[config.mk]
export PLATFORM = sky130hd
export DESIGN_NAME = mmu_top
export DESIGN_NICKNAME = d
export VERILOG_FILES = /design/src/logic/sv32_pkg.sv /design/src/logic/mem_bus_if.sv /design/src/logic/sv32_walker.sv /design/src/logic/sv32_mmu_core.sv /design/src/logic/mmu_top.sv
export VERILOG_INCLUDE_DIRS = /design/src /design/src/logic
export SDC_FILE = /design/constraint.sdc
export NUM_CORES = 1
export LEC_CHECK = 0
export BUFFER_PORTS_ARGS = -buffer_cell sky130_fd_sc_hd__buf_2
export CAP_MARGIN = 40
export CORE_MARGIN = 2
export CORE_UTILIZATION = 30
export DETAILED_ROUTE_END_ITERATION = 12
export HOLD_SLACK_MARGIN = 0.08
export PLACE_DENSITY_LB_ADDON = 0.15
export SYNTH_ARGS = -nofsm -noshare
export SYNTH_HDL_FRONTEND = slang
export SYNTH_SLANG_ARGS = --single-unit
[constraint.sdc]
create_clock -name clk -period 14.8 [get_ports clk]
set_clock_uncertainty 0.2 [all_clocks]
set_input_delay 2.22 -clock clk [delete_from_list [all_inputs] [get_ports clk]]
set_output_delay 2.22 -clock clk [all_outputs]
set_load 0.1 [all_outputs]
[src/logic/sv32_consts.svh]
`ifndef SV32_CONSTS_SVH
`define SV32_CONSTS_SVH

// page geometry
`define PAGE_SHIFT 12
`define PTE_SHIFT 2

// field widths of the virtual address and of a page table entry
`define VPN_W 10
`define PPN_W 22

// synchronous exception causes reported on err_code
`define CAUSE_LOAD_ACCESS 16'd5
`define CAUSE_STORE_ACCESS 16'd7
`define CAUSE_LOAD_PAGE 16'd13
`define CAUSE_STORE_PAGE 16'd15

`endif

[src/logic/sv32_pkg.sv]
`default_nettype none
`include "sv32_consts.svh"

package sv32_pkg;

	// Sv32 page table entry, flag bits from lsb upward
	typedef struct packed {
		logic [`PPN_W-1:0] ppn;
		logic [1:0] rsw;
		logic d;
		logic a;
		logic g;
		logic u;
		logic x;
		logic w;
		logic r;
		logic v;
	} pte_t;

	// one bus read word, seen as an entry during the walk
	// and as plain data when it goes back to the processor
	typedef union packed {
		logic [31:0] data;
		pte_t pte;
	} mem_word_u;

	typedef enum logic [2:0] {
		WALK_IDLE,
		WALK_LV1_READ,
		WALK_LV1_CHECK,
		WALK_LV2_READ,
		WALK_LV2_CHECK,
		WALK_DATA_ACCESS,
		WALK_FAULT
	} walk_state_e;

endpackage

`default_nettype wire

[src/logic/mem_bus_if.sv]
`timescale 1ns/1ps
`default_nettype none

interface mem_bus_if ();

	// request side
	logic req;
	logic [31:0] addr;
	logic [31:0] wdata;
	logic we;
	logic rd;

	// arbitration and response side
	logic gnt;
	logic hrd;
	sv32_pkg::mem_word_u rdata;
	logic ready;

	modport master (
		output req,
		output addr,
		output wdata,
		output we,
		output rd,
		input gnt,
		input hrd,
		input rdata,
		input ready
	);

	modport slave (
		input req,
		input addr,
		input wdata,
		input we,
		input rd,
		output gnt,
		output hrd,
		output rdata,
		output ready
	);

endinterface

`default_nettype wire

[src/logic/sv32_walker.sv]
`timescale 1ns/1ps
`default_nettype none
`include "sv32_consts.svh"

module sv32_walker (
	input logic clk,
	input logic rst,
	input logic start,
	input logic [31:0] va,
	input logic [31:0] vd,
	input logic vwe,
	input logic vrd,
	input logic [1:0] mode,
	input logic [`PPN_W-1:0] root_ppn,
	mem_bus_if.master bus,
	output logic done,
	output logic pagefault,
	output logic accessfault,
	output logic [15:0] err_code,
	output logic [31:0] rdata
);

	sv32_pkg::walk_state_e state;
	sv32_pkg::walk_state_e state_n;

	// request captured when the walk starts
	logic [31:0] va_q;
	logic [31:0] vd_q;
	logic vwe_q;
	logic vrd_q;

	// entry of the current level, level 2 overwrites level 1
	sv32_pkg::pte_t pte_q;

	logic acc_fault_q;
	logic acc_fault_n;

	logic [`VPN_W-1:0] vpn1;
	logic [`VPN_W-1:0] vpn0;
	logic [`PAGE_SHIFT-1:0] offset;
	logic [31:0] lv1_addr;
	logic [31:0] lv2_addr;
	logic [31:0] data_addr;
	logic xfer;
	logic pte_bad;
	logic pte_leaf;
	logic perm_fail;

	assign vpn1 = va_q[31 -: `VPN_W];
	assign vpn0 = va_q[`PAGE_SHIFT +: `VPN_W];
	assign offset = va_q[`PAGE_SHIFT-1:0];

	assign lv1_addr = (32'(root_ppn) << `PAGE_SHIFT) + (32'(vpn1) << `PTE_SHIFT);
	assign lv2_addr = (32'(pte_q.ppn) << `PAGE_SHIFT) + (32'(vpn0) << `PTE_SHIFT);
	assign data_addr = (32'(pte_q.ppn) << `PAGE_SHIFT) | 32'(offset);

	assign xfer = bus.req && bus.gnt && bus.ready;

	// invalid, or the reserved W without R combination
	assign pte_bad = !pte_q.v || (pte_q.w && !pte_q.r);
	assign pte_leaf = pte_q.r || pte_q.x;
	// write to a read-only page, or user mode on a supervisor page
	assign perm_fail = (vwe_q && !pte_q.w) || (mode == 2'b00 && !pte_q.u);

	assign rdata = bus.rdata.data;

	always_comb begin
		if (vwe_q) begin
			err_code = acc_fault_q ? `CAUSE_STORE_ACCESS : `CAUSE_STORE_PAGE;
		end else begin
			err_code = acc_fault_q ? `CAUSE_LOAD_ACCESS : `CAUSE_LOAD_PAGE;
		end
	end

	always_comb begin
		state_n = state;
		acc_fault_n = acc_fault_q;
		bus.req = 1'b0;
		bus.rd = 1'b0;
		bus.we = 1'b0;
		bus.addr = 32'h0;
		bus.wdata = vd_q;
		done = 1'b0;
		pagefault = 1'b0;
		accessfault = 1'b0;
		case (state)
			sv32_pkg::WALK_IDLE: begin
				if (start) begin
					state_n = sv32_pkg::WALK_LV1_READ;
				end
			end
			sv32_pkg::WALK_LV1_READ: begin
				bus.addr = lv1_addr;
				bus.req = !bus.hrd;
				bus.rd = !bus.hrd;
				if (xfer) begin
					state_n = sv32_pkg::WALK_LV1_CHECK;
				end
			end
			sv32_pkg::WALK_LV1_CHECK: begin
				if (pte_bad) begin
					acc_fault_n = 1'b0;
					state_n = sv32_pkg::WALK_FAULT;
				end else if (pte_leaf) begin
					// superpage leaf, not supported
					acc_fault_n = 1'b1;
					state_n = sv32_pkg::WALK_FAULT;
				end else begin
					state_n = sv32_pkg::WALK_LV2_READ;
				end
			end
			sv32_pkg::WALK_LV2_READ: begin
				bus.addr = lv2_addr;
				bus.req = !bus.hrd;
				bus.rd = !bus.hrd;
				if (xfer) begin
					state_n = sv32_pkg::WALK_LV2_CHECK;
				end
			end
			sv32_pkg::WALK_LV2_CHECK: begin
				acc_fault_n = 1'b0;
				// a non-leaf at the last level is a page fault as well
				if (pte_bad || !pte_leaf || perm_fail) begin
					state_n = sv32_pkg::WALK_FAULT;
				end else begin
					state_n = sv32_pkg::WALK_DATA_ACCESS;
				end
			end
			sv32_pkg::WALK_DATA_ACCESS: begin
				bus.addr = data_addr;
				bus.req = !bus.hrd;
				bus.rd = !bus.hrd && vrd_q;
				bus.we = !bus.hrd && vwe_q;
				done = xfer;
				if (xfer) begin
					state_n = sv32_pkg::WALK_IDLE;
				end
			end
			sv32_pkg::WALK_FAULT: begin
				done = 1'b1;
				pagefault = !acc_fault_q;
				accessfault = acc_fault_q;
				state_n = sv32_pkg::WALK_IDLE;
			end
			default: begin
				state_n = sv32_pkg::WALK_IDLE;
			end
		endcase
	end

	always_ff @(posedge clk) begin
		if (rst) begin
			state <= sv32_pkg::WALK_IDLE;
			acc_fault_q <= 1'b0;
		end else begin
			state <= state_n;
			acc_fault_q <= acc_fault_n;
		end
	end

	always_ff @(posedge clk) begin
		if (state == sv32_pkg::WALK_IDLE && start) begin
			va_q <= va;
			vd_q <= vd;
			vwe_q <= vwe;
			vrd_q <= vrd;
		end
		if (xfer && (state == sv32_pkg::WALK_LV1_READ || state == sv32_pkg::WALK_LV2_READ)) begin
			pte_q <= bus.rdata.pte;
		end
	end

	// the bus arbiter owns the bus while hold is up
	a_no_req_in_hold: assert property (@(posedge clk) disable iff (rst)
		!(bus.req && bus.hrd));

	// a stalled access keeps its address until it completes
	a_addr_held: assert property (@(posedge clk) disable iff (rst)
		bus.req && !(bus.gnt && bus.ready) |=> $stable(bus.addr));

endmodule

`default_nettype wire

[src/logic/sv32_mmu_core.sv]
`timescale 1ns/1ps
`default_nettype none

module sv32_mmu_core (
	input logic clk,
	input logic rst,
	input logic [1:0] mode,
	input logic paging,

	// processor side
	input logic vreq,
	input logic [31:0] va,
	input logic [31:0] vd,
	input logic vwe,
	input logic vrd,
	output logic vgnt,
	output logic vhrd,
	output logic [31:0] vspo,
	output logic vready,

	// physical bus side
	output logic preq,
	output logic [31:0] pa,
	output logic [31:0] pd,
	output logic pwe,
	output logic prd,
	input logic pgnt,
	input logic phrd,
	input logic [31:0] pspo,
	input logic pready,

	// walker bus and handshake
	mem_bus_if.slave walk,
	output logic start,
	input logic done
);

	logic enabled;
	logic busy;
	logic done_q;
	logic strobe;

	assign strobe = vrd || vwe;

	// translation applies in user and supervisor mode with paging on,
	// switched only between walks
	always_ff @(posedge clk) begin
		if (rst) begin
			enabled <= 1'b0;
		end else if (!busy && !start) begin
			enabled <= !mode[1] && paging;
		end
	end

	always_ff @(posedge clk) begin
		if (rst) begin
			busy <= 1'b0;
			done_q <= 1'b0;
		end else begin
			done_q <= done;
			if (start) begin
				busy <= 1'b1;
			end else if (done) begin
				busy <= 1'b0;
			end
		end
	end

	// the strobe is still up in the cycle after vready, ignore it there
	assign start = enabled && !busy && !done_q && strobe;

	// arbitration and response from the physical bus go to the walker
	assign walk.gnt = pgnt;
	assign walk.hrd = phrd;
	assign walk.ready = pready;
	assign walk.rdata = sv32_pkg::mem_word_u'(pspo);

	always_comb begin
		if (enabled) begin
			preq = walk.req;
			pa = walk.addr;
			pd = walk.wdata;
			pwe = walk.we;
			prd = walk.rd;
			// the processor never waits on arbitration here
			vgnt = 1'b1;
			vhrd = 1'b0;
			vready = done;
			vspo = done ? walk.rdata.data : 32'h0;
		end else begin
			preq = vreq;
			pa = va;
			pd = vd;
			pwe = vwe;
			prd = vrd;
			vgnt = pgnt;
			vhrd = phrd;
			vready = pready;
			vspo = pspo;
		end
	end

	// done only comes back for a walk that has already been started
	a_start_done_apart: assert property (@(posedge clk) disable iff (rst)
		!(done && start));

endmodule

`default_nettype wire

[src/logic/mmu_top.sv]
`timescale 1ns/1ps
`default_nettype none
`include "sv32_consts.svh"

module mmu_top (
	input logic clk,
	input logic rst,
	input logic [1:0] mode,
	input logic paging,
	input logic [`PPN_W-1:0] root_ppn,

	input logic vreq,
	output logic vgnt,
	output logic vhrd,
	input logic [31:0] va,
	input logic [31:0] vd,
	input logic vwe,
	input logic vrd,
	output logic [31:0] vspo,
	output logic vready,

	output logic preq,
	input logic pgnt,
	input logic phrd,
	output logic [31:0] pa,
	output logic [31:0] pd,
	output logic pwe,
	output logic prd,
	input logic [31:0] pspo,
	input logic pready,

	output logic pagefault,
	output logic accessfault,
	output logic [15:0] err_code
);

	logic start;
	logic done;

	mem_bus_if walk_bus ();

	sv32_mmu_core u_core (
		.clk(clk),
		.rst(rst),
		.mode(mode),
		.paging(paging),
		.vreq(vreq),
		.va(va),
		.vd(vd),
		.vwe(vwe),
		.vrd(vrd),
		.vgnt(vgnt),
		.vhrd(vhrd),
		.vspo(vspo),
		.vready(vready),
		.preq(preq),
		.pa(pa),
		.pd(pd),
		.pwe(pwe),
		.prd(prd),
		.pgnt(pgnt),
		.phrd(phrd),
		.pspo(pspo),
		.pready(pready),
		.walk(walk_bus.slave),
		.start(start),
		.done(done)
	);

	// read data reaches the processor through the core's vspo
	sv32_walker u_walker (
		.clk(clk),
		.rst(rst),
		.start(start),
		.va(va),
		.vd(vd),
		.vwe(vwe),
		.vrd(vrd),
		.mode(mode),
		.root_ppn(root_ppn),
		.bus(walk_bus.master),
		.done(done),
		.pagefault(pagefault),
		.accessfault(accessfault),
		.err_code(err_code),
		.rdata()
	);

endmodule

`default_nettype wire

# [Word-level counts from Yosys, hierarchy flattened]
# Index checks and enable logic that the tools add are counted.
[totals] ff_bits=98 in_bits=129 output_inout_bits=120 elab_cells=102
[classes] addsub=2 eq_ne=11 mux=33 n_bitwise=1 reduce_logical=40
[ops] operator="$mux W32" n=4
[ops] operator="$pmux W32 S3" n=1
[ops] operator="$add A32 B12 Y32" n=2
[ops] operator="$or A32 B12 Y32" n=1
[ops] operator="$mux W3" n=6
[ops] operator="$pmux W3 S6" n=1
[ops] operator="$logic_and A1 B1 Y1" n=14
[ops] operator="$mux W1" n=14
[ops] operator="$mux W4" n=3
[ops] operator="$logic_not A1 Y1" n=11
[ops] operator="$eq A3 B3 Y1 const B" n=3
[ops] operator="$logic_or A1 B1 Y1" n=7
[ops] operator="$eq A3 B2 Y1 const B" n=2
[ops] operator="$ne A2 B1 Y1 const B" n=3
[ops] operator="$pmux W1 S2" n=3
[ops] operator="$reduce_and A4 Y1" n=1
[ops] operator="$reduce_bool A2 Y1" n=2
[ops] operator="$eq A3 B1 Y1 const B" n=1
[ops] operator="$logic_not A3 Y1" n=1
[ops] operator="$ne A3 B1 Y1 const B" n=1
[ops] operator="$reduce_or A3 Y1" n=1
[ops] operator="$logic_not A2 Y1" n=1
[ops] operator="$mux W2" n=1
[ops] operator="$ne A2 B2 Y1 const B" n=1
[ops] operator="2 further kinds" n=2

# [Logic depth before layout (Yosys ltp)]
# Gate-level depths: netlist of run 1.
[logic_depth] word_depth=8 ltp_mapped=7 depth_no_buf=4

# [Hierarchy]
# A second synthesis of run 1 with hierarchy kept.
[hier_totals] cells_unflattened=427 area_unflattened_um2=5427.7
[by_module_without_submodules] module="sv32_walker" instances=1 cells_per_inst=265 area_per_inst_um2=3997.6 seq_area_each_um2=2812.7
[by_module_without_submodules] module="sv32_mmu_core" instances=1 cells_per_inst=162 area_per_inst_um2=1430.1 seq_area_each_um2=60.1

# [Worst setup path before layout of run 1]
# No wires, ideal clock.
[synth_timing] kind="input to register" from="in vwe" to="reg u_walker.vd_q[0], in the netlist u_walker.bus.wdata[0], enable pin" setup_ps=653 arrival_time_ps=9013 t_required_ps=13947 setup_slack_ps=4934 stages=3 path_buffers=0 path_cell_list="nor2_1 or4b_4 nor4_1"
[synth_via] elab_chain_len=3
[synth_lines] item="start: declaration" line="mmu_top.sv:17" source="input logic vwe,"
[synth_lines] item="$logic_or A1 B1 Y1" line="sv32_mmu_core.sv:43" source="assign strobe = vrd || vwe;"
[synth_lines] item="$logic_and A1 B1 Y1" line="sv32_mmu_core.sv:70" source="assign start = enabled && !busy && !done_q && strobe;"
[synth_lines] item="$logic_and A1 B1 Y1" line="sv32_walker.sv:162" source="if (state == sv32_pkg::WALK_IDLE && start) begin"
[synth_lines] item="end signal: assignment" line="sv32_walker.sv:164" source="vd_q <= vd;"
[synth_lines] item="end: declaration" line="sv32_walker.sv:28" source="logic [31:0] vd_q;"
# Every way passes these cells.
# A chain may end at the register's enable or synchronous reset.

# [Worst setup path after layout of run 1]
[layout_timing] from="in phrd" to="out vspo[25]"
[layout_via] elab_chain_len=7
[layout_lines] item="start: declaration" line="mmu_top.sv:24" source="input logic phrd,"
[layout_lines] item="$logic_not A1 Y1" line="sv32_walker.sv:94, sv32_walker.sv:114, sv32_walker.sv:131"
[layout_lines] item="$mux W1"
[layout_lines] item="$logic_and A1 B1 Y1 (2 in series)" line="sv32_walker.sv:57" source="assign xfer = bus.req && bus.gnt && bus.ready;"
[layout_lines] item="$pmux W1 S2" line="sv32_walker.sv:86" source="case (state)"
[layout_lines] item="$mux W32" line="sv32_mmu_core.sv:89" source="vspo = done ? walk.rdata.data : 32'h0;"
[layout_lines] item="$mux W32" line="sv32_mmu_core.sv:79" source="if (enabled) begin"
[layout_lines] item="end: declaration" line="mmu_top.sv:19" source="output logic [31:0] vspo,"
# Every way passes these cells.

==> impl_metrics.env, run 1 <==
export IMPL_rows=47
export IMPL_fp_dieH_um=133.2
export IMPL_root_buffer="clkbuf_16"
export IMPL_route_final_wire_length_um=13800
export IMPL_syn_to_final_growth_pct=31.12
export IMPL_min_from="u_core.busy"
export IMPL_outcome="completed"
export IMPL_finalPower_mw=0.9289
export IMPL_cts_resized=0
export IMPL_finalSetupViolCount=0
export IMPL_ctsHoldBuffers=0
export IMPL_finalSetupTns_ns=0
export IMPL_path_cells="buf_2 > nand4b_1 > mux2i_1 > a21boi_2 > buf_4 > nor2b_1 > buf_2"
export IMPL_core_area_um2=16470
export IMPL_io_pins=249
export IMPL_critPathLaunchType="input pin"
export IMPL_grt_util_met2_pct=25.22
export IMPL_drive_gt1_share_pct=45.21
export IMPL_synth_ff_type="edfxtp_1"
export IMPL_crit_path_max_incr_delay_ns=0.44
export IMPL_instances_no_fill=878
export IMPL_grtUsageMet3_pct=4.566
export IMPL_overflow=0
export IMPL_max_freq_mhz=159.0
export IMPL_slew_viol_final=0
export IMPL_async_flop_share_pct=0
export IMPL_initial_utilization_pct=30.43
export IMPL_crit_type="input pin to output pin"
export IMPL_remaining_drc_errors=0
export IMPL_dp_hpwl_um=9892
export IMPL_dp_cells=862
export IMPL_grt_max_degree=82
export IMPL_p_per_area_nw_per_um2=141.4
export IMPL_critPathArrivalTime_ns=3.87
export IMPL_clockBufferDepth=2
export IMPL_timing_final_crit_share_pct=42.51
export IMPL_vias=3944
export IMPL_gp_congestion=0.7937
export IMPL_startpoint="phrd"
export IMPL_worst_path_most_repeated_cell="buf_2"
export IMPL_grt_pass1_vias=3897
export IMPL_tightestPinTransition_ns=0.8989
export IMPL_cp_data_required_time_ns=12.38
export IMPL_final_hold_viol_count=0
export IMPL_use_met1_pct=19.85
export IMPL_clkSinkCount=98
export IMPL_globalRouteTotalUtil_pct=15.35
export IMPL_post_cts_buffers=0
export IMPL_rsz0062_at_grt="false"
export IMPL_final_nets=782
export IMPL_die_w_um=133.2
export IMPL_p_leak_nw=2.764
export IMPL_post_route_min_period_ns=6.291
export IMPL_rr_startpoint="u_core.enabled"
export IMPL_worstPathMaxFanout=32
export IMPL_dr_pass1_iters=4
export IMPL_synthCells=436
export IMPL_avgSynthCellArea_um2=11.49
export IMPL_grt_pass1_wl_um=21160
export IMPL_synth_area_um2=5010
export IMPL_cp_slowest_cell="buf_2"
export IMPL_irDropWorstVdd_uv=60.43
export IMPL_synthDistinctLibCells=36
export IMPL_grt_busiest_layer="met2"
export IMPL_fillers=1659
export IMPL_synth_edff_count=91
export IMPL_wl_per_cell_um=15.72
export IMPL_ys_ff_latch=98
export IMPL_io_buffers=232
export IMPL_synth_seq_area_share_pct=57.34
export IMPL_clk_pin_slew_worst_paths_ns=0.07
export IMPL_ys_warnings_count=0
export IMPL_die_area_um2=17750
export IMPL_drv_cap=0
export IMPL_numCtsBuffers=9
export IMPL_antenna_found_initial=1
export IMPL_clkLatencyLatePin_ns=0.34
export IMPL_vias_per_cell=4.492
export IMPL_min_path_type="register to register"
export IMPL_htreeDepth=3
export IMPL_slew_headroom_pct=40.08
export IMPL_end_kind="output pin"
export IMPL_final_antenna_net_count=0
export IMPL_drt_initial_drc_count=152
export IMPL_cts_tree="done"
==> where the power goes <==
part           switching (mW)  internal, mW
clock network           0.103         0.113
logic                   0.286        0.0859
registers              0.0188         0.321
total                   0.409         0.520
==> metal layers <==
layer | vias up | routed length [um]
met5 | - | 0
met4 | 0 | 176
met3 | 15 | 1020
met2 | 175 | 6508
met1 | 1784 | 6096
li1 | 1970 | -
==> state kept, by name, indices dropped and copies added, names as in the netlist <==
register and cells:
u_core.done_q 1, u_core.enabled 1, u_walker.state 3, u_walker.va_q 32, u_walker.acc_fault_q 1, u_core.busy 1
u_walker.bus.wdata 32, u_walker.vrd_q 1, u_walker.pte_q 25, u_walker.vwe_q 1
==> path summary, 6_finish.rpt <==
kind                                 to  slack, ns  cells past startpoint
setup reg to reg  u_walker.bus.wdata[4]      11.76                      4
hold / removal              u_core.busy       0.32                      2
setup / recovery               vspo[25]       8.51                      7
hold reg to reg             u_core.busy       0.32                      2
==> logic make-up (layout without fill, tap and decap cells) <==
group / count (synthesis) / count (layout) / synth area share, %
and+or+nand+nor: 102 / 102 / 10.81
muxes: 64 / 64 / 13.61
AOI/OAI and AO/OA: 85 / 85 / 9.865
other: 2 / 15 / 0.1499
DFF: 98 / 98 / 57.34
buffers and inverters: 85 / 294 / 8.216
==> final cells by class <==
type                    instances  area (um^2)  area share (%)
diodes                          1        2.502         0.03810
clock inverters                 6        43.79          0.6667
clock buffers                   9        225.2           3.429
repair buffers                239         1214           18.48
inverters                      40        150.1           2.286
flip-flops and latches         98         2877           43.79
well taps                     220        275.3           4.190
multi-input cells             265         1782           27.12
==> critical path, delay by kind of cell <==
| family | cells | cell delay, ns |
|---|---|---|
| AOI/OAI and AO/OA | 1 | 0.08 |
| buffers and inverters | 3 | 0.82 |
| and+or+nand+nor | 2 | 0.44 |
| muxes | 1 | 0.30 |
==> synth_stat cells, types with 2 or more instances <==
library cell  instances  area, um^2
dfxtp_1               7       140.1
mux2i_1              31       310.3
buf_2                17       85.08
nor2b_1              36       225.2
buf_4                17       127.6
edfxtp_1             91        2733
inv_1                40       150.1
nor4_1                2       12.51
mux2_2               33       371.6
clkbuf_1              9       33.78
nor3_1                4       20.02
nor3b_1               2       15.01
a21oi_1              38       190.2
nand2b_1              4       25.02
o21ai_0               9       45.04
nand3_1               3       15.01
o22ai_1              32       200.2
conb_1                2       7.510
nor2_1               37       138.9
nand2_1               6       22.52
==> cell usage in the layout (no fill, tap or decap), types with 2 or more instances in the layout <==
cell type,synthesis,final
mux2i_1,31,31
buf_2,17,232
dfxtp_1,7,4
nand2b_1,4,4
clkinvlp_4,0,4
a21oi_1,38,38
nand3_1,3,3
conb_1,2,14
inv_1,40,40
mux2_2,33,33
edfxtp_1,91,91
nand2_1,6,6
o21ai_0,9,9
nor3b_1,2,2
nor2b_1,36,35
nor2_1,37,36
dfxtp_2,0,3
buf_4,17,7
nor3_1,4,4
o22ai_1,32,32
clkbuf_16,0,9
==> per-stage QoR <==
stage                     util (%)  setup WS (ns)  instance area (um^2)  hold slack [ns]
after global routing         39.89          8.382                  6569           0.3590
after floorplan                  -          4.934                  5055           0.2717
final                        39.89          8.509                  6569           0.3203
after detailed placement     38.24          8.514                  6297           0.3035
after global placement       38.24          8.552                  6297           0.2927
after CTS                    39.88          8.512                  6566           0.3228
Note: power is estimated with default switching activity, not from simulation.
==> run 2, diff against run 1 <==
--- a/config.mk
+++ b/config.mk
@@ -6,6 +6,7 @@
 export SDC_FILE = /design/constraint.sdc
 export NUM_CORES = 1
 export LEC_CHECK = 0
+export ABC_AREA = 1
 export BUFFER_PORTS_ARGS = -buffer_cell sky130_fd_sc_hd__buf_2
 export CAP_MARGIN = 40
 export CORE_MARGIN = 2
==> constraint.sdc (replaced) <==
create_clock -name clk -period 5.51 [get_ports clk]
set_clock_uncertainty 0.2 [all_clocks]
set_input_delay 0.8265 -clock clk [delete_from_list [all_inputs] [get_ports clk]]
set_output_delay 0.8265 -clock clk [all_outputs]
set_load 0.1 [all_outputs]
==> impl_metrics.env, run 2 <==
export IMPL_outcome="completed"
export IMPL_crit_type="register to output pin"
export IMPL_ys_warnings_count=0
export IMPL_root_buffer="clkbuf_16"
export IMPL_max_freq_mhz=274.5
export IMPL_synth_common_cells="nand2_1 (317), edfxtp_1 (91), inv_1 (51), o21ai_0 (25), nand3_1 (20)"
export IMPL_wl_per_cell_um=13.85
export IMPL_cp_data_required_time_ns=4.48
export IMPL_final_common_cell="nand2_1"
export IMPL_grt_pass1_wl_um=22270
export IMPL_globalRouteTotalUtil_pct=16.26
export IMPL_htreeDepth=3
export IMPL_drv_cap=0
export IMPL_dp_hpwl_um=10560
export IMPL_synth_ff_type="edfxtp_1"
export IMPL_die_area_um2=17500
export IMPL_pwr_share_clk_pct=25.0
export IMPL_synth_edff_count=91
export IMPL_clk_pin_slew_worst_paths_ns=0.07
export IMPL_syn_to_final_growth_pct=33.39
export IMPL_io_buffers=232
export IMPL_multi_input_area_um2=1670
export IMPL_fp_dieH_um=132.3
export IMPL_reg2reg_to="u_walker.va_q[1]"
export IMPL_synth_top_area_share_pct=55.33
export IMPL_vias=4406
export IMPL_slew_viol_final=0
export IMPL_critPathArrivalTime_ns=2.62
export IMPL_vias_per_cell=4.241
export IMPL_async_flop_share_pct=0
export IMPL_min_from="u_core.busy"
export IMPL_p_leak_nw=3.381
export IMPL_clockBufferDepth=2
export IMPL_hold_depth=3
export IMPL_clkLatencyLatePin_ns=0.34
export IMPL_rows=46
export IMPL_io_pins=249
export IMPL_numCtsBuffers=9
export IMPL_initial_utilization_pct=30.86
export IMPL_end_kind="output pin"
export IMPL_switching_share_pct=44.20
export IMPL_synthCells=595
export IMPL_fillers=1687
export IMPL_cts_resized=0
export IMPL_synthDistinctLibCells=26
export IMPL_route_final_wire_length_um=14390
export IMPL_comb_power_share_pct=40.0
export IMPL_grt_max_degree=73
export IMPL_synth_seq_area_share_pct=58.17
export IMPL_die_w_um=132.3
export IMPL_p_per_area_nw_per_um2=381.5
export IMPL_seqPwrFrac_pct=35.0
export IMPL_avgSynthCellArea_um2=8.300
export IMPL_finalPower_mw=2.513
export IMPL_ctsHoldBuffers=0
export IMPL_synth_most_common_cell="nand2_1"
export IMPL_timing_final_crit_share_pct=66.12
export IMPL_worstPathMaxFanout=33
export IMPL_reg2reg_depth=6
export IMPL_clkSinkCount=98
export IMPL_core_area_um2=16000
export IMPL_yosys_area_top_type="edfxtp_1"
export IMPL_p_sw_mw=1.111
export IMPL_final_antenna_net_count=0
export IMPL_remaining_drc_errors=0
export IMPL_post_route_min_period_ns=3.643
export IMPL_finalSetupTns_ns=0
export IMPL_antenna_found_initial=1
export IMPL_p_int_mw=1.402
export IMPL_post_cts_buffers=0
export IMPL_drt_initial_drc_count=256
export IMPL_synth_area_um2=4938
export IMPL_rr_startpoint="u_core.enabled"
export IMPL_dr_pass1_iters=4
export IMPL_final_seq_area_um2=2874
export IMPL_grt_pass1_vias=4118
export IMPL_min_path_type="register to register"
export IMPL_irDropWorstVdd_uv=139.6
export IMPL_slew_headroom_pct=47.62
export IMPL_gp_congestion=0.8584
export IMPL_cts_tree="done"
export IMPL_drive_gt1_share_pct=33.09
export IMPL_final_cell_mix="nand2_1 (317), buf_2 (232), edfxtp_1 (91), inv_1 (51), o21ai_0 (25)"
export IMPL_overflow=0
export IMPL_ys_ff_latch=98
export IMPL_finalSetupViolCount=0
export IMPL_hold_path_end="u_core.busy"
export IMPL_ff2ff_setup_slack_ns=3.28
export IMPL_final_hold_viol_count=0
export IMPL_synthTopCellsByArea="edfxtp_1 (55%), nand2_1 (24%), inv_1 (3.9%)"
export IMPL_tightestPinTransition_ns=0.7857
export IMPL_critPathLaunchType="register"
export IMPL_final_nets=946
export IMPL_rsz0062_at_grt="false"
==> run 2: changes by cell type after synthesis, moves of 9 or more <==
cell,previous run,this run
a21oi_1,38,5
buf_2,17,8
inv_1,40,51
mux2_2,33,0
mux2i_1,31,0
nand2_1,6,317
nand3_1,3,20
nor2_1,37,19
nor2b_1,36,0
o21ai_0,9,25
o22ai_1,32,1
==> run 2: critical path: stages (launching register included) <==
cell	delay, ns
dfxtp_1	0.48
inv_2	0.13
nor2_4	0.34
buf_16	0.21
inv_2	0.05
nor2_2	0.08
nor2_2	0.06
nand2_4	0.26
nand2_1	0.14
inv_1	0.07
buf_2	0.42
==> run 2: cell type report <==
cell class	count	area share, %
flip-flops and latches	98	43.63
repair buffers	241	19.26
multi-input cells	412	25.36
well taps	216	4.103
clock buffers	9	3.419
clock inverters	7	1.064
diodes	1	0.03799
inverters	55	3.134
==> run 2: worst max path at each step <==
stage                       from               endpoint  cells after the start
2_1_floorplan                vrd  u_walker.bus.wdata[0]                      4
6_report       u_walker.state[2]                vspo[7]                     10
5_1_grt        u_walker.state[2]                vspo[7]                     10
3_5_place_dp                phrd                vspo[7]                      9
3_3_place_gp   u_walker.state[2]                vspo[7]                      9
4_1_cts        u_walker.state[2]                vspo[7]                     10
==> run 2: cells by family (layout without fill, tap and decap cells) <==
family / count (synthesis) / in the layout / share of synthesized area (%)
compound gates: 33 / 33 / 3.496
buf+inv: 97 / 312 / 9.298
other cells: 2 / 15 / 0.1521
flops: 98 / 98 / 58.17
simple gates: 365 / 365 / 28.88
==> run 2: metrics by stage <==
step	setup WS, ns	utilization [%]	instance area (um^2)	hold WS (ns)	instances
after floorplan	1.251	-	4989	0.2783	607
after global placement	1.965	38.92	6227	0.2876	1019
after detailed placement	2.046	39.31	6290	0.3073	1022
after CTS	1.777	41.16	6585	0.3193	1038
after global routing	1.663	41.17	6588	0.3619	1039
final	1.867	41.17	6588	0.3226	1039
==> run 2: metal layers <==
layer  part of all wire (%)  up-vias  track usage (%)
met2                     47      165            26.68
met4                    1.8        0            5.675
met3                    5.5       16            3.153
met1                     46     1941            21.55
li1                       -     2284                -
met5                      0        -                0
==> run 2: power groups by stage <==
stage               combinational (mW)  sequential (mW)  clock (mW)
floorplan                        0.808            0.894           0
global placement                  1.00            0.896           0
detailed placement                1.01            0.896           0
CTS                               1.02            0.879       0.653
global route                      1.08            0.883       0.680
finish                            1.01            0.880       0.627
==> run 3, diff against run 2 <==
--- a/config.mk
+++ b/config.mk
@@ -6,7 +6,7 @@
 export SDC_FILE = /design/constraint.sdc
 export NUM_CORES = 1
 export LEC_CHECK = 0
-export ABC_AREA = 1
+export ABC_AREA = 0
 export BUFFER_PORTS_ARGS = -buffer_cell sky130_fd_sc_hd__buf_2
 export CAP_MARGIN = 40
 export CORE_MARGIN = 2
==> constraint.sdc (replaced) <==
create_clock -name clk -period 3.2 [get_ports clk]
set_clock_uncertainty 0.2 [all_clocks]
set_input_delay 0.48 -clock clk [delete_from_list [all_inputs] [get_ports clk]]
set_output_delay 0.48 -clock clk [all_outputs]
set_load 0.1 [all_outputs]
==> impl_metrics.env, run 3 (same netlist as run 1, synthesis figures left out) <==
export IMPL_critPathLaunchType="register"
export IMPL_p_leak_nw=3.010
export IMPL_worstPathMaxFanout=23
export IMPL_drv_cap=0
export IMPL_comb_power_share_pct=43.3
export IMPL_root_buffer="clkbuf_16"
export IMPL_grt_pass1_vias=4080
export IMPL_io_pins=249
export IMPL_fp_dieH_um=133.2
export IMPL_gp_congestion=0.7473
export IMPL_cp_data_required_time_ns=2.52
export IMPL_cts_resized=0
export IMPL_timing_final_crit_share_pct=91.70
export IMPL_overflow=0
export IMPL_numCtsBuffers=9
export IMPL_slew_headroom_pct=64.43
export IMPL_final_antenna_net_count=0
export IMPL_ctsHoldBuffers=0
export IMPL_utilization_pct=43.92
export IMPL_clkSinkCount=98
export IMPL_max_freq_mhz=340.8
export IMPL_switching_share_pct=43.29
export IMPL_route_final_wire_length_um=14480
export IMPL_final_hold_viol_count=0
export IMPL_rsz0062_at_grt="false"
export IMPL_core_area_um2=16470
export IMPL_remaining_drc_errors=0
export IMPL_startpoint="u_walker.state[0]"
export IMPL_cp_num_buf_inv=2
export IMPL_irDropWorstVdd_uv=338.4
export IMPL_ff2ff_setup_slack_ns=1.14
export IMPL_cp_slowest_cell="dfxtp_1"
export IMPL_p_sw_mw=1.943
export IMPL_reg2reg_to="u_walker.vrd_q"
export IMPL_clkLatencyLatePin_ns=0.34
export IMPL_end_kind="output pin"
export IMPL_slew_viol_final=0
export IMPL_crit_path_max_incr_delay_ns=0.46
export IMPL_tightestPinTransition_ns=0.5336
export IMPL_hold_depth=1
export IMPL_post_cts_buffers=0
export IMPL_antenna_found_initial=0
export IMPL_final_cell_mix="buf_2 (200), edfxtp_1 (91), inv_1 (40), a21oi_1 (38)"
export IMPL_post_route_min_period_ns=2.934
export IMPL_rows=47
export IMPL_cts_tree="done"
export IMPL_hold_path_end="u_walker.pte_q[20]"
export IMPL_clk_pin_slew_worst_paths_ns=0.07
export IMPL_finalPower_mw=4.488
export IMPL_final_common_cell="buf_2"
export IMPL_min_path_type="input pin to register"
export IMPL_path_depth=6
export IMPL_syn_to_final_growth_pct=44.36
export IMPL_outcome="completed"
export IMPL_vias_per_cell=4.542
export IMPL_n_antenna_cell=0
export IMPL_grt_max_degree=67
export IMPL_dp_hpwl_um=10510
export IMPL_die_w_um=133.2
export IMPL_p_int_mw=2.545
export IMPL_p_per_area_nw_per_um2=620.6
export IMPL_critPathArrivalTime_ns=2.25
export IMPL_final_nets=787
export IMPL_die_area_um2=17750
export IMPL_drt_initial_drc_count=118
export IMPL_vias=4011
export IMPL_drive_gt1_share_pct=50.53
export IMPL_grt_pass1_wl_um=22050
export IMPL_globalRouteTotalUtil_pct=16.03
export IMPL_wl_per_cell_um=16.39
export IMPL_min_from="pspo[20]"
export IMPL_rr_startpoint="u_core.busy"
export IMPL_path_cells="nand4b_1 > mux2i_1 > a21boi_4 > buf_12 > nor2b_2 > buf_2"
export IMPL_finalSetupViolCount=0
export IMPL_crit_type="register to output pin"
export IMPL_htreeDepth=3
export IMPL_reg2reg_depth=3
export IMPL_initial_utilization_pct=30.43
export IMPL_dr_pass1_iters=4
export IMPL_io_buffers=232
export IMPL_clockBufferDepth=2
export IMPL_pwr_share_clk_pct=22.4
export IMPL_seqPwrFrac_pct=34.2
export IMPL_cp_top_family="buffers and inverters"
run 3: cell types whose count changed in the layout (fill, tap and decap cells not counted), sizes merged, moves of 14 or more:
cell   previous run  this run
mux2              0        33
o21ai            25         9
nand2           319         6
nor2             22        37
nor2b             0        36
o22ai             1        32
nand3            20         3
inv              55        41
a21oi             5        38
mux2i             0        31
run 3: worst max path at each step:
| stage | endpoint | slack, ns |
|---|---|---|
| floorplan | u_walker.bus.wdata[0] | -0.55 |
| global placement | vspo[0] | 0.30 |
| detailed placement | vspo[13] | 0.44 |
| CTS | vspo[13] | 0.22 |
| global route | vspo[13] | 0.12 |
| finish | vspo[11] | 0.27 |
run 3: per-layer routing:
metal	up-vias	GRT usage (%)	share of wire, %
met2	173	26.60	48
li1	1979	-	-
met3	13	3.957	7.1
met4	0	5.556	1.3
met5	-	0	0
met1	1846	20.51	44
run 3: power by group through the flow:
stage               sequential [mW]  clock (mW)  combinational (mW)
CTS                            1.54        1.05                1.96
floorplan                      1.53           0                1.52
finish                         1.54        1.01                1.95
global route                   1.54        1.09                2.05
global placement               1.56           0                1.94
detailed placement             1.56           0                1.95
run 3: metrics by stage:
stage / setup slack (ns) / area [um^2] / hold WS [ns] / TNS [ns] / std cells
final: 0.2658 / 7232 / 0.1125 / 0 / 883
after global routing: 0.1155 / 7232 / 0.1043 / 0 / 883
after CTS: 0.2213 / 7232 / 0.09612 / 0 / 883
after detailed placement: 0.4404 / 6962 / 0.3144 / 0 / 867
after global placement: 0.3034 / 6942 / 0.2933 / 0 / 866
after floorplan: -0.5545 / 5162 / 0.2719 / -36.60 / 448
run 3: layout make-up:
class / count / area, um^2
tap: 220 / 275.3
clock buffer: 9 / 225.2
inverter: 40 / 150.1
timing repair buffer: 244 / 1769
sequential: 98 / 2877
clock inverter: 7 / 45.04
multi-input combinational: 265 / 1891
fill: 1583 / 9234
